==> src/lsu_pkg.sv <==
package lsu_pkg;

    // cpu memory operations
    typedef enum logic [2:0] {
        op_lb,
        op_lh,
        op_lw,
        op_lbu,
        op_lhu,
        op_sb,
        op_sh,
        op_sw
    } mem_op_e;

    // uncached region when addr[19:16] is all ones
    localparam logic [3:0] mmio_sel = 4'hf;
    localparam int mmio_sel_lsb = 16;

    // scratch register bank
    localparam int mmio_reg_n = 4;
    localparam int mmio_idx_w = $clog2(mmio_reg_n);

endpackage

==> src/dcache_pkg.sv <==
package dcache_pkg;

    // cpu side
    localparam int addr_w = 20;
    localparam int data_w = 32;

    // byte address bits inside one word
    localparam int byte_off_w = 2;

    // byte address span of main memory, 64 KB
    localparam int mem_span_w = 16;
    localparam int mem_addr_w = mem_span_w - byte_off_w;
    localparam int mem_words = 1 << mem_addr_w;

    // direct-mapped geometry, one word per line
    localparam int index_w = 5;
    localparam int line_n = 1 << index_w;

    // tag is addr[mem_span_w-1 : byte_off_w+index_w]
    localparam int tag_w = mem_span_w - byte_off_w - index_w;

endpackage
==> src/mmio_regs.sv <==
`timescale 1ns/1ns

module mmio_regs import dcache_pkg::*, lsu_pkg::*; (
    input  logic                  clk,
    input  logic                  rst,
    input  logic                  req,
    input  logic                  we,
    input  logic [mmio_idx_w-1:0] idx,
    input  logic [data_w-1:0]     wdata,
    output logic                  ack,
    output logic [data_w-1:0]     rdata
);

    logic [data_w-1:0] regs [mmio_reg_n];
    logic              start;

    // one access per request, ack held until req drops
    assign start = req && !ack;

    always_ff @(posedge clk) begin
        if (rst) begin
            ack <= 1'b0;
            for (int i = 0; i < mmio_reg_n; i++) begin
                regs[i] <= '0;
            end
        end else begin
            if (start) begin
                ack <= 1'b1;
                if (we) begin
                    regs[idx] <= wdata;
                end
            end else if (!req) begin
                ack <= 1'b0;
            end
        end
    end

    // old value on a write, same as a plain read
    always_ff @(posedge clk) begin
        if (start) begin
            rdata <= regs[idx];
        end
    end

endmodule

==> config.mk <==
export PLATFORM = sky130hd
export DESIGN_NAME = mmio_regs
export DESIGN_NICKNAME = d
export VERILOG_FILES = /design/src/lsu_pkg.sv /design/src/dcache_pkg.sv /design/src/mmio_regs.sv
export SDC_FILE = /design/constraint.sdc
export NUM_CORES = 1
export LEC_CHECK = 0
export BUFFER_PORTS_ARGS = -buffer_cell sky130_fd_sc_hd__buf_2
export CAP_MARGIN = 20
export CORE_ASPECT_RATIO = 1.5
export CORE_MARGIN = 2
export CORE_UTILIZATION = 55
export DETAILED_ROUTE_END_ITERATION = 8
export GPL_TIMING_DRIVEN = 0
export PLACE_DENSITY = 0.86
export SLEW_MARGIN = 10
export SYNTH_ARGS = -nofsm -noshare
export SYNTH_HDL_FRONTEND = slang
export SYNTH_SLANG_ARGS = --single-unit
==> constraint.sdc <==
create_clock -name clk -period 4.5 [get_ports clk]
set_clock_uncertainty 0.15 [all_clocks]
set_input_delay 0.675 -clock clk [delete_from_list [all_inputs] [get_ports clk]]
set_output_delay 0.675 -clock clk [all_outputs]
set_load 0.02 [all_outputs]
* Word level (Yosys, flattened, before mapping)
Memory sizes are Yosys's and may differ from the RTL's. A register that Yosys moved wholly into a read port is not among the register bits.
Index checks and enable logic that the tools add are counted.
** Operators by class
- Mux-type cells :: 11
- Equality and inequality tests :: 1
- Reduce and logical (&&, ||, !) cells :: 3
** Operators by type and width (count)
- 2-to-1 mux 32 bit :: 1
- OR reduction 32 bit :: 1
- 2-to-1 mux 1 bit :: 9
- 2-to-1 mux 2 bit :: 1
- != test 2 x 1 -> 1 bit, second input constant :: 1
- logical AND 1 bit :: 1
- zero test 1 bit :: 1
** Storage, ports and cells
- Input bits :: 38
- Word-level logic and storage cells :: 17
- RAM bits :: 128
- Memories kept :: 1
- Flip-flop bits (word level) :: 1
- Output and inout bits :: 33
** Memory list
- regs :: words 4, width 32, rd ports 1, clocked after memory_dff 1, wr ports 4, RTL line mmio_regs.sv:14 : logic [data_w-1:0] regs [mmio_reg_n];

* Longest topological paths before layout
Gate-level depths: netlist of run 1.
- Word-level depth :: 7
- Depth in mapped cells :: 5
- Mapped depth without buffers :: 2

* Worst setup path after synthesis of run 1
OpenSTA, ideal clock, no wires.
- Path kind :: input to register
- Start point :: input port req
- End point :: memory regs[3][0] (enable)
- Path slack :: 0.773 ns
- Setup time :: 0.390 ns
- Stages :: 2
- Data arrival time :: 3.187 ns
- Required time :: 3.960 ns
- Buffers on the path :: 0
- Path through :: nor2b_1 -> a41o_1
** RTL lines
- start: declaration :: RTL line mmio_regs.sv:6 : input logic req,
- end: declaration :: RTL line mmio_regs.sv:14

==> results by group, run 1 <==
Synth
  – Mux cell area share after synthesis: 0.105
  – YS warnings: 0
  – Post-synthesis xor/xnor area fraction: 0
  – Yosys top cell area share: 0.700
  – Synth Area in Compound Gates: 0.00528
  – Syn Std Cell Area: 0.00687 mm²
  – Gate count of the mapped netlist: 398
  – Register area share after synthesis: 0.702
  – Synth Area in Adders: 0
  – Syn avg cell area: 17.3 µm²
  – Post-synthesis register bit count: 161
  – Largest area contributor in the netlist: edfxtp_1
  – Top cells by area, synth: edfxtp_1, mux4_2, nor3_2
  – Largest family of logic cells by synthesized area: simple AND/OR/NAND/NOR gates
  – Synthesized Nets: 436
  – Simple-gate area share of the yosys netlist: 0.134
  – Count of different cell masters after synthesis: 18

Global routing
  – First-pass GRT wire length: 21400 µm
  – GRT overflow: 0
  – Routing usage on met3: 0.0518
  – Met1 usage: 0.265
  – Initial antenna violation count: 0
  – Pin count of the biggest net entering global routing: 33
  – GR Layer Usage met2: 0.366
  – Layer with the highest usage: met2
  – Number of global-route vias before repair: 4101
  – Gr usage total: 0.224

Floorplan
  – Die Ht: 141 µm
  – Core footprint: 0.0123 mm²
  – Die Wd: 95.2 µm
  – Rows: 50
  – Die area: 0.0134 mm²
  – Num ports: 71
  – Initial core utilization: 0.557

Cells and area
  – Post-route cell area: 0.00808 mm²
  – Nets: 527
  – Ant diodes: 0
  – Fraction of layout cells with a size suffix above 1: 0.447
  – Syn-to-layout area delta: 17.6%

Critical path
  – CP required: 4.40 ns
  – CP arrival: 2.25 ns
  – Kind of critical path: primary input to register
  – Startpoint type of the worst setup path: primary input
  – Worst setup EP type: register
  – Highest net fanout along the worst path: 32

Routing
  – Number of DRC markers in iteration 0: 224
  – Drt pass-1 iters: 6
  – Post-Route WL: 13800 µm
  – DRC violations left: 0
  – Via count: 3798
  – Post-route ant nets: 0
  – Drt wl/cell: 21.1 µm
  – Vias per inst: 5.80

Clocking
  – Resize count post-CTS: 0
  – Hold Buf Count CTS: 0
  – Skew-Pair Late Insertion Delay: 0.43 ns
  – CTS sink cnt: 161
  – CTS tree: done
  – CTS clock-pin slew for the worst setup and hold paths: 0.06 ns
  – CTS max path bufs: 2
  – Root buf cell: clkbuf_16
  – Setup bufs post-CTS: 0
  – CTS Buf Count: 17
  – H-tree depth: 4

Timing
  – Tmin final: 2.35 ns
  – Slew headroom: 0.425
  – Setup-failing EPs final: 0
  – Max Slew Vio Count: 0
  – Least-Margin Pin Slew: 0.862 ns
  – Final period utilization: 0.523
  – Setup ws final: 2.15 ns
  – Hold Vio Cnt, Final: 0
  – Minimum hold slack: 0.348 ns
  – Setup repair after global routing missed its margin: no
  – Max Clk Rate: 425 MHz

Hold path
  – Hold WC Path Type: primary input to register

Status
  – Status: completed

Power
  – PnR Total Power: 3300 µW
  – Static Leakage: 0.00297 µW
  – VDD IR max: 299 µV
  – Power Dens Cells: 409 mW/mm²

Place
  – Port Buffers: 68
  – Placed Area: 0.00755 mm²
  – Dpl ws: 1.71 ns
  – HPWL Detailed: 9040 µm
  – Final RePlAce weighted congestion: 0.769

Job
  – MaxCap Viol Count: 0
[stage by stage]
step / util / instances / setup TNS [ns]
5_1_grt: 0.655 / 655 / 0
3_5_place_dp: 0.613 / 626 / 0
2_1_floorplan: - / 398 / 0
3_3_place_gp: 0.601 / 622 / -28.71
4_1_cts: 0.655 / 655 / 0
6_report: 0.655 / 655 / 0
[layout by cell type, fill, tap and decap left out, types with 3 or more instances in the layout]
cell type,n
buf_4,3
buf_16,4
clkinv_2,4
clkbuf_1,4
edfxtp_1,160
mux4_2,32
buf_2,86
nor3_2,55
o21bai_4,3
clkbuf_16,17
inv_1,32
nor3_1,41
buf_6,11
clkinv_4,3
nor2_1,32
[per-layer routing]
metal  part of all wire  vias up
met5                  0        -
met4              0.036        0
met3              0.061       41
met2               0.54      182
met1               0.36     1882
li1                   -     1693
[worst max-delay path, cell delays in order]
cell	delay [ns]
buf_2	0.10
nor2b_4	0.43
buf_16	0.23
a41o_2	0.80
[cell families (layout without fill, tap and decap cells)]
kind of cell    after synthesis  after routing
flops                       161            161
buf+inv                      67            168
simple gates                134            134
compound gates                4              4
mux                          32             32
[path summary, 6_finish.rpt]
check / startpoint / to / slack (ns) / depth (start not counted)
worst min-delay path: rst / ack / 0.35 / 2
worst max register to register: ack / regs[3][8] / 2.18 / 3
worst min register to register: regs[3][13] / rdata[13] / 0.48 / 1
worst max-delay path: req / regs[3][8] / 2.15 / 4
[cells in the mapped netlist, drive strengths merged]
cell type,n
buf,32
o21bai,3
inv,32
dfxtp,1
nor2,32
nor3,96
clkbuf,3
edfxtp,160
a41o,1
or2,1
nand2b,2
nor2b,2
nand4bb,1
mux4,32
[state kept, by name, indices dropped and copies added, names as in the netlist]
register  cells
regs        128
rdata        32
ack           1
[layout make-up]
type	instances	area (µm²)
Inverter	32	120
Clock inverter	11	95.1
Multi-Input combinational cell	170	1710
Tap cell	156	195
Fill cell	833	4250
Sequential cell	161	4820
Timing Repair Buffer	72	450
Buffer	35	248
Clock buffer	18	429
[power by group]
group	internal, µW	total (µW)	leakage [µW]	switching, µW
Sequential	1720	1730	0.00170	16.5
Combinational	97.2	267	0.00102	170
Clock	746	1300	0.000255	558
Total	2560	3300	0.00297	744
(Power assumes the default switching activity.)
==> run 2, diff against run 1 <==
==> constraint.sdc (replaced) <==
create_clock -name clk -period 2.19 [get_ports clk]
set_clock_uncertainty 0.15 [all_clocks]
set_input_delay 0.3285 -clock clk [delete_from_list [all_inputs] [get_ports clk]]
set_output_delay 0.3285 -clock clk [all_outputs]
set_load 0.02 [all_outputs]
==> run 2 against run 1 <==
Against the previous run: global-route usage is 0.93 points higher; count of clock-buffer cells in the layout stayed put; sequential share of layout area is 0.69 points lower; via count is 1.9% higher; largest cell class unchanged; largest power group unchanged; combinational power is 110% higher.
==> results by group, run 2 (synthesized netlist as in run 1, its figures left out) <==
Routing
  – DRC violations left: 0
  – Post-Route WL: 14500 µm
  – Post-route ant nets: 0
  – Drt pass-1 iters: 5
  – Via count: 3871
  – Drt wl/cell: 21.9 µm
  – Number of DRC markers in iteration 0: 358
  – Vias per inst: 5.85

Power
  – VDD IR max: 770 µV
  – Static Leakage: 0.00300 µW
  – Power Dens Cells: 849 mW/mm²
  – PnR Total Power: 6940 µW

Critical path
  – Highest net fanout along the worst path: 32
  – CP required: 2.10 ns
  – Kind of critical path: register to register
  – Worst setup EP type: register
  – CP arrival: 2.04 ns
  – Startpoint type of the worst setup path: register

Timing
  – Max Slew Vio Count: 0
  – Setup TNS Final: 0 ns
  – Max Clk Rate: 469 MHz
  – Final period utilization: 0.974
  – Setup repair after global routing missed its margin: no
  – Slew headroom: 0.304
  – Least-Margin Pin Slew: 1.04 ns
  – Hold Vio Cnt, Final: 0
  – Tmin final: 2.13 ns
  – Setup-failing EPs final: 0

Status
  – Status: completed

Floorplan
  – Core footprint: 0.0123 mm²
  – Die Wd: 95.2 µm
  – Die area: 0.0134 mm²
  – Num ports: 71
  – Rows: 50
  – Initial core utilization: 0.557
  – Die Ht: 141 µm

Global routing
  – Pin count of the biggest net entering global routing: 33
  – First-pass GRT wire length: 22300 µm
  – GRT overflow: 0
  – Gr usage total: 0.233
  – Number of global-route vias before repair: 4175
  – Initial antenna violation count: 0

Clocking
  – CTS max path bufs: 2
  – H-tree depth: 4
  – CTS tree: done
  – CTS clock-pin slew for the worst setup and hold paths: 0.06 ns
  – CTS sink cnt: 161
  – Hold Buf Count CTS: 0
  – CTS Buf Count: 17
  – Skew-Pair Late Insertion Delay: 0.42 ns
  – Root buf cell: clkbuf_16

Cells and area
  – Most frequent cells in the layout: edfxtp_1, buf_2, nor3_2
  – Biggest regs: regs (128), rdata (32), ack (1)
  – Most common cell after layout, fill and taps aside: edfxtp_1
  – Most flops, register: regs
  – Ant diodes: 0
  – Fillers: 803
  – Nets: 531
  – Largest register FFs: 128
  – Syn-to-layout area delta: 19.0%
  – Fraction of layout cells with a size suffix above 1: 0.457

Place
  – HPWL Detailed: 9020 µm
  – Port Buffers: 68
  – Final RePlAce weighted congestion: 0.766

Job
  – MaxCap Viol Count: 0

Hold path
  – Hold WC Path Type: primary input to register
run 2: cell types whose count changed in the layout (fill, tap and decap cells not counted), sizes merged:
| cell | delta |
|---|---|
| clkinv | -5 |
| inv | +5 |
| buf | +3 |
| clkinvlp | +3 |
| nor2b | +1 |
run 2: report_power, final:
group	switching [µW]	internal (µW)	total (µW)
combinational	358	208	566
clock	1230	1580	2800
sequential	36.0	3530	3560
total	1620	5310	6940
run 2: final timing paths:
kind	slack [ns]	cells after the start	to	start
min	0.03	2	ack	rst
max	0.06	2	regs[3][19]	ack
max reg2reg	0.06	2	regs[3][19]	ack
min reg2reg	0.48	1	rdata[14]	regs[2][14]
run 2: cell type report:
cell class	count	area [µm²]	area share
multi-input combinational	171	1730	0.212
clock inverter	14	130	0.0159
inverter	32	120	0.0147
buffer	35	248	0.0303
sequential	161	4820	0.591
timing repair buffer	75	490	0.0600
clock buffer	18	429	0.0525
tap	156	195	0.0239
run 2: repair_timing:
item,in CTS,in global routing
buffers inserted,4,0
gates resized for setup,1,0
endpoints found under the setup margin,83,0
run 2: stage by stage:
step           hold slack, ns  utilization  std cells  instance area (µm²)  worst slack [ns]
2_1_floorplan           0.250            -        398                 6880            -0.252
3_3_place_gp            0.423        0.602        622                 7420            -0.984
3_5_place_dp            0.435        0.611        625                 7520            -0.552
4_1_cts                0.0178        0.663        662                 8170            0.0729
5_1_grt                0.0411        0.663        662                 8170            0.0179
6_report               0.0293        0.663        662                 8170            0.0560
run 2: routing by layer:
layer | global-route usage | up-vias | wire length [µm]
li1 | - | 1702 | -
met1 | 0.283 | 1932 | 5140
met2 | 0.390 | 206 | 7950
met3 | 0.0497 | 31 | 971
met4 | 0.116 | 0 | 417
met5 | 0 | - | 0
run 2: critical path, cell delays in order (launching register included):
cell and delay [ns]:
dfxtp_1 0.38, nor2b_4 0.54, a41o_4 0.65
