--- src/dcache_pkg.sv ---
package dcache_pkg;

    // cpu side
    localparam int addr_w = 20;
    localparam int data_w = 32;

    // byte address bits inside one word
    localparam int byte_off_w = 2;

    // byte address span of main memory, 64 KB
    localparam int mem_span_w = 16;
    localparam int mem_addr_w = mem_span_w - byte_off_w;
    localparam int mem_words = 1 << mem_addr_w;

    // direct-mapped geometry, one word per line
    localparam int index_w = 5;
    localparam int line_n = 1 << index_w;

    // tag is addr[mem_span_w-1 : byte_off_w+index_w]
    localparam int tag_w = mem_span_w - byte_off_w - index_w;

endpackage
--- src/dcache_core.sv ---
`timescale 1ns/1ns

module dcache_core import dcache_pkg::*; (
    input  logic                  clk,
    input  logic                  rst,
    input  logic                  req,
    input  logic                  we,
    input  logic [addr_w-1:0]     addr,
    input  logic [data_w-1:0]     wdata,
    output logic                  ack,
    output logic [data_w-1:0]     rdata,
    output logic [mem_addr_w-1:0] mem_addr,
    output logic [data_w-1:0]     mem_wdata,
    output logic                  mem_we,
    input  logic [data_w-1:0]     mem_rdata
);

    typedef enum logic [2:0] {
        st_idle,
        st_lookup,
        st_writeback,
        st_fill,
        st_fill_wait,
        st_done
    } state_e;

    state_e state;

    logic [line_n-1:0] valid_q;
    logic [line_n-1:0] dirty_q;
    logic [tag_w-1:0]  tag_mem  [line_n];
    logic [data_w-1:0] data_mem [line_n];

    // line read registered in idle, compared in lookup
    logic              line_valid;
    logic              line_dirty;
    logic [tag_w-1:0]  line_tag;
    logic [data_w-1:0] line_data;

    logic [index_w-1:0] index;
    logic [tag_w-1:0]   tag;
    logic               hit;
    logic               victim;
    logic               hit_wr;
    logic               fill_done;

    assign index     = addr[byte_off_w +: index_w];
    assign tag       = addr[byte_off_w + index_w +: tag_w];
    assign hit       = line_valid && (line_tag == tag);
    assign victim    = line_valid && line_dirty && (line_tag != tag);
    assign hit_wr    = (state == st_lookup) && hit && we;
    assign fill_done = (state == st_fill_wait);

    always_ff @(posedge clk) begin
        if (rst) begin
            state   <= st_idle;
            ack     <= 1'b0;
            valid_q <= '0;
            dirty_q <= '0;
        end else begin
            case (state)
                st_idle: begin
                    if (req) begin
                        state <= st_lookup;
                    end
                end
                st_lookup: begin
                    if (hit) begin
                        ack   <= 1'b1;
                        state <= st_done;
                    end else if (victim) begin
                        state <= st_writeback;
                    end else begin
                        state <= st_fill;
                    end
                end
                st_writeback: begin
                    state <= st_fill;
                end
                st_fill: begin
                    state <= st_fill_wait;
                end
                st_fill_wait: begin
                    ack   <= 1'b1;
                    state <= st_done;
                end
                st_done: begin
                    if (!req) begin
                        ack   <= 1'b0;
                        state <= st_idle;
                    end
                end
                default: begin
                    state <= st_idle;
                end
            endcase

            if (hit_wr) begin
                dirty_q[index] <= 1'b1;
            end
            // read fill stays clean
            if (fill_done) begin
                valid_q[index] <= 1'b1;
                dirty_q[index] <= we;
            end
        end
    end

    always_ff @(posedge clk) begin
        if (state == st_idle) begin
            line_valid <= valid_q[index];
            line_dirty <= dirty_q[index];
            line_tag   <= tag_mem[index];
            line_data  <= data_mem[index];
        end
        if (hit_wr) begin
            data_mem[index] <= wdata;
        end
        if (fill_done) begin
            tag_mem[index]  <= tag;
            data_mem[index] <= we ? wdata : mem_rdata;
        end
        if ((state == st_lookup) && hit) begin
            rdata <= line_data;
        end
        if (fill_done) begin
            rdata <= mem_rdata;
        end
    end

    // victim address during writeback, fill address otherwise
    always_comb begin
        mem_addr  = {tag, index};
        mem_wdata = line_data;
        mem_we    = 1'b0;
        if (state == st_writeback) begin
            mem_addr = {line_tag, index};
            mem_we   = 1'b1;
        end
    end

endmodule

--- config.mk ---
export PLATFORM = sky130hd
export DESIGN_NAME = dcache_core
export DESIGN_NICKNAME = d
export VERILOG_FILES = /design/src/dcache_pkg.sv /design/src/dcache_core.sv
export SDC_FILE = /design/constraint.sdc
export NUM_CORES = 2
export LEC_CHECK = 0
export ABC_AREA = 0
export BUFFER_PORTS_ARGS = -buffer_cell sky130_fd_sc_hd__buf_2
export CAP_MARGIN = 20
export CELL_PAD_IN_SITES_DETAIL_PLACEMENT = 1
export CELL_PAD_IN_SITES_GLOBAL_PLACEMENT = 2
export CORE_AREA = 2 2 347 349
export CTS_BUF_LIST = sky130_fd_sc_hd__clkbuf_8
export DETAILED_ROUTE_END_ITERATION = 12
export DIE_AREA = 0 0 349 351
export PLACE_DENSITY = 0.77
export SLEW_MARGIN = 20
export SYNTH_ARGS = -nofsm -noshare
export SYNTH_HDL_FRONTEND = slang
export SYNTH_SLANG_ARGS = --single-unit
export TNS_END_PERCENT = 50
--- constraint.sdc ---
create_clock -name clk -period 4.5 [get_ports clk]
set_input_delay 0.9 -clock clk [delete_from_list [all_inputs] [get_ports clk]]
set_output_delay 0.9 -clock clk [all_outputs]
set_load 0.05 [all_outputs]
== After elaboration in Yosys (flattened, before gate mapping) ==
Memories as Yosys holds them, arrays and structs flattened. A register that Yosys moved wholly into a read port is not among the register bits.
Cells that the tools add are included.

* Equal/unequal tests: 10
* Mux-type cells: 28
* Reductions and logical operators: 11
* Bitwise gates (word level): 3
* Magnitude comparators: 2

{| class="wikitable"
|+ Operator list
! kind !! number
|-
| 32-bit 2-to-1 mux || 7
|-
| 32-bit OR || 2
|-
| 32-bit bitwise mux || 1
|-
| 3-bit one-hot mux with 6 select lines || 1
|-
| 14-bit 2-to-1 mux || 1
|-
| 1-bit 2-to-1 mux || 11
|-
| 1-bit binary-select mux with 5-bit select || 2
|-
| 9-bit == test || 1
|-
| 3-bit 2-to-1 mux || 3
|-
| 9-bit inequality test || 1
|-
| 3-bit by 2-bit == test with 1-bit output, second input constant || 2
|-
| 3-bit == test, second input constant || 2
|-
| 1-bit logical AND || 6
|-
| 5-bit by 6-bit less-than comparator with 1-bit output, second input constant || 1
|-
| 2-bit inequality test, second input constant || 3
|-
| 1-bit demux with 5-bit select || 1
|-
| 5-bit by 1-bit greater-or-equal comparator with 1-bit output, second input constant || 1
|-
| 3-bit by 1-bit == test with 1-bit output, second input constant || 1
|-
| 3-bit logical NOT || 1
|-
| 1-bit one-hot mux with 3 select lines || 1
|-
| 3-bit AND reduction || 1
|-
| 3-bit nonzero test || 1
|-
| 2-bit AND reduction || 1
|-
| 2-bit nonzero test || 1
|-
| 1-bit OR || 1
|}

* Input port bits: 88
* Memories: 2
* Word-level logic and storage cells: 63
* Register bits: 102
* Memory bits (writable): 1312
* Output and inout bits: 80

{| class="wikitable"
|+ Memory list
! name !! depth !! width !! read ports !! clocked after Yosys merged registers in !! wr ports !! line !! source
|-
| data_mem || 32 || 32 || 1 || 1 || 1 || dcache_core.sv:32 || <nowiki>logic [data_w-1:0] data_mem [line_n];</nowiki>
|-
| tag_mem || 32 || 9 || 1 || 1 || 1 || dcache_core.sv:31 || <nowiki>logic [tag_w-1:0] tag_mem [line_n];</nowiki>
|}

== Depth between registers and ports, before layout ==
* Word-level depth: 9
* Gate-level depth with buffers: 8

== Worst setup path after synthesis ==
No wires, ideal clock.

* Path type: input to register
* From: input port addr[9]
* To: memory data_mem[30][0], enable pin
* Stages: 6
* Buffers on the path: 2
* Arrival time: 4413 ps
* Setup slack: -383 ps
* Cell sequence: xnor2_1 -> nand4_1 -> or4_4 -> buf_6 -> buf_6 -> a211oi_1

* Longest elaborated chain between the ends: 7

{| class="wikitable"
|+ Ends and longest elaborated chain
! what !! line !! source
|-
| start: declaration || dcache_core.sv:8 || <nowiki>input logic [addr_w-1:0] addr,</nowiki>
|-
| 9-bit == test || dcache_core.sv:49 || <nowiki>assign hit = line_valid && (line_tag == tag);</nowiki>
|-
| 1-bit logical AND || dcache_core.sv:49 ||
|-
| 1-bit logical AND (2 in series) || dcache_core.sv:51 || <nowiki>assign hit_wr = (state == st_lookup) && hit && we;</nowiki>
|-
| 1-bit 2-to-1 mux || dcache_core.sv:116 || <nowiki>if (hit_wr) begin</nowiki>
|-
| 1-bit 2-to-1 mux (not written as such) || dcache_core.sv:117 || <nowiki>data_mem[index] <= wdata;</nowiki>
|-
| 1-bit OR (no line) || n/a ||
|-
| end: declaration || dcache_core.sv:32 ||
|}

Every way passes these cells.

== Worst setup path in the final report ==
* From: register state[1]
* To: output port mem_addr[7]

* Longest elaborated chain between the ends: 2

{| class="wikitable"
|+ Ends and longest elaborated chain
! what !! line !! source
|-
| start: declaration || dcache_core.sv:27 || <nowiki>state_e state;</nowiki>
|-
| start signal: assignment || dcache_core.sv:56 || <nowiki>state <= st_idle;</nowiki>
|-
| start signal: assignment || dcache_core.sv:64 || <nowiki>state <= st_lookup;</nowiki>
|-
| start signal: assignment || dcache_core.sv:70 || <nowiki>state <= st_done;</nowiki>
|-
| 3-bit by 2-bit == test with 1-bit output || dcache_core.sv:136 || <nowiki>if (state == st_writeback) begin</nowiki>
|-
| 14-bit 2-to-1 mux || dcache_core.sv:136 ||
|-
| end: declaration || dcache_core.sv:12 || <nowiki>output logic [mem_addr_w-1:0] mem_addr,</nowiki>
|}

Every way passes these cells.

==> metrics.txt <==
outcome completed; Final Hold Vio Count 0; CP Depth 5; Die X-Extent 349 um; Tot GR Track Use 24.0%; critical path data arrival time 2.58 ns; Num Clock Sinks 1455; Tot Pwr approximately 0.027 W; Max Root-Sink Buffers 3; drt drc 0; HP Class input pin to flip-flop; Placed Instances 4172; crit path kind flip-flop to output pin; # setup viols final 0; Post-Syn Area roughly 56000 um2; Synth cell types 42; Leak Pwr ~20 nW; Global Route met1 Usage 32.9%; grt total ovfl 0; vias per cell just over 6; Vias around 28000; Post-synth EDFFs 1387; fmax 287 MHz; Num CTS Buffers 226; Finished Cell Area 63400 um2; final RePlAce weighted congestion 0.768; Top-Level Pins about 170; Mapped Cells 2514; non-filler cells, final 4592; Crit path max-delay family flip-flops; pin count of the biggest net entering global routing 131; first-pass GRT wire length about 210000 um; busiest grt layer met2; minimum clock period 3.48 ns; period utilisation layout 77.3%; post-cts hold buffer count 0; Final nets between 2000 and 3000; # fillers 10500; Final ANT Viol Nets 0; maxcap violations 0; CP max stage delay 0.55 ns; power density cells 430 nW/um2; Worst Setup End Kind output pin; met3 Resource Use GR under 10%; I/O Buffers between 150 and 200; crit path max fanout 10; r2r worst-path depth 5; Slew @ Worst Pin 1.10 ns; P&R area growth vs syn 14.2%; Crit path required time 3.60 ns; TritonCTS clock tree done; Clock Latency Late Sink slightly above 0.9 ns; Min-Delay Path Depth 2; slew margin rel. 26.6%; vias in the first global route approximately 30000; WP buf/inv 2; WHS approximately 0.30 ns; Die H 351 um; Yosys reg bits 1455; DRT Pass-1 Iters 5; asr flop ratio synth 0%; startpoint types flip-flop; Post-Route WL approximately 140000 um; met2 usage 39.0%; Cell Area, Placed 59200 um2; starting density of the core 46.6%; CTS resizes 0; Post-CTS Setup Inserts 0; FP Rows 127; die area 122000 um2; DP Wirelength 76900 um; CP max stage cell dfxtp_1; RSZ-0062 raised after global routing no; Max Transition Viols Final 0; number of H-tree levels 4; initial antenna violation count 3; Initial DRC Count between 3000 and 4000; root buffer cell clkbuf_8; syn nets ~2600; ys flop type edfxtp_1; core area 119000 um2; register area share after synthesis 77.5%; Mean Syn Cell Area approximately 22 um2; Worst Clk Skew between 0.06 and 0.07 ns; clk slew on worst S/H paths approximately 0.06 ns; routed len/inst 31.5 um; worst-path cell chain and2b_1 > nor2b_1 > buf_4 > mux2_2 > buf_2; VDD IR max 0.000272 V; layout cell share with drive strength beyond 1 roughly a third; warnings from Yosys 0
layout make-up:
class                   count  area [um2]  share of cell area [%]
diodes                      2        5.00                 0.00789
repair buffers            273        2160                    3.40
clock inverters           189        1050                    1.66
multi-input cells         895       12100                    19.1
inverters                   1        3.75                 0.00592
flip-flops and latches   1455       43000                    67.8
clock buffers             229        3150                    4.97
well taps                1548        1940                    3.05
cells in the mapped netlist (10+ instances only):
master    number  area share, %
edfxtp_1    1387             75
mux4_2       344             14
a22oi_1      172            2.3
nor2_1        95           0.64
clkbuf_1      89           0.60
mux2_2        73            1.5
dfxtp_1       68            2.5
nand4_1       44           0.50
a21oi_1       36           0.32
o21a_1        32           0.43
buf_1         30           0.20
buf_2         29           0.26
a211oi_2      28           0.63
buf_4         10           0.14
xnor2_1       10           0.16
path summary, 6_finish.rpt:
| kind | to | start | slack [ns] |
|---|---|---|---|
| max | mem_addr[7] | state[1]$_SDFFE_PP0P_ | 1.02 |
| min reg2reg | dirty_q[5]$_SDFF_PP0_ | dirty_q[5]$_SDFF_PP0_ | 0.47 |
| max reg2reg | data_mem[9][18]$_DFFE_PP_ | state[0]$_SDFFE_PP0P_ | 1.12 |
| min | rdata[26]$_DFFE_PP_ | mem_rdata[26] | 0.30 |
layout by cell type (no fill, tap or decap), drive strengths merged, types with 6 or more instances in the layout:
| master | n |
|---|---|
| nor2 | 95 |
| edfxtp | 1387 |
| a22oi | 172 |
| clkbuf | 229 |
| nand4 | 44 |
| a21oi | 36 |
| a211oi | 33 |
| or2 | 6 |
| xnor2 | 10 |
| bufinv | 6 |
| o21a | 32 |
| inv | 94 |
| buf | 273 |
| nand3 | 6 |
| clkinv | 81 |
| mux4 | 344 |
| dfxtp | 68 |
| nor3 | 9 |
| mux2 | 73 |
| clkinvlp | 9 |
| nand2 | 6 |
where the power goes:
part           total [W]  switching, W  internal (W)  leakage [nW]
Sequential        0.0151     0.0000876        0.0150          13.1
Clock             0.0104       0.00523       0.00512          2.45
Combinational    0.00180       0.00123      0.000571          4.61
Total             0.0273       0.00655        0.0207          20.1
sequential cells by signal (all words and copies together), names as in the netlist, named ones only:
register    count
rdata          32
tag_mem       288
mem_wdata      32
valid_q        32
dirty_q        31
line_valid      1
line_tag        9
state           3
line_dirty      1
ack             1
data_mem     1024
stage by stage:
| step | TNS (ns) | setup slack, ns | util [%] |
|---|---|---|---|
| after CTS | 0 | 0.948 | 53.3 |
| final | 0 | 1.02 | 53.3 |
| after global placement | 0 | 0.683 | 49.7 |
| after detailed placement | 0 | 0.605 | 49.7 |
| after global routing | 0 | 0.914 | 53.3 |
| after floorplan | -19.47 | -0.301 | - |
per-layer routing:
metal / part of all wire (%) / routed length (um)
met2: 50 / 71700
met4: 3.1 / 4430
met3: 7.1 / 10300
met5: 0 / 0
met1: 40 / 58400
cells by family (layout without fill, tap and decap cells):
kind of cell | count (synthesis) | in the layout | synth area share [%]
AOI/OAI and AO/OA | 279 | 279 | 3.90
xor gates and xnor gates | 10 | 10 | 0.158
buffers and inverters | 164 | 692 | 1.30
DFF | 1455 | 1455 | 77.5
muxes | 418 | 418 | 15.5
other | 0 | 2 | 0
and+or+nand+nor | 188 | 188 | 1.71
Note: power is estimated with default switching activity, not from simulation.
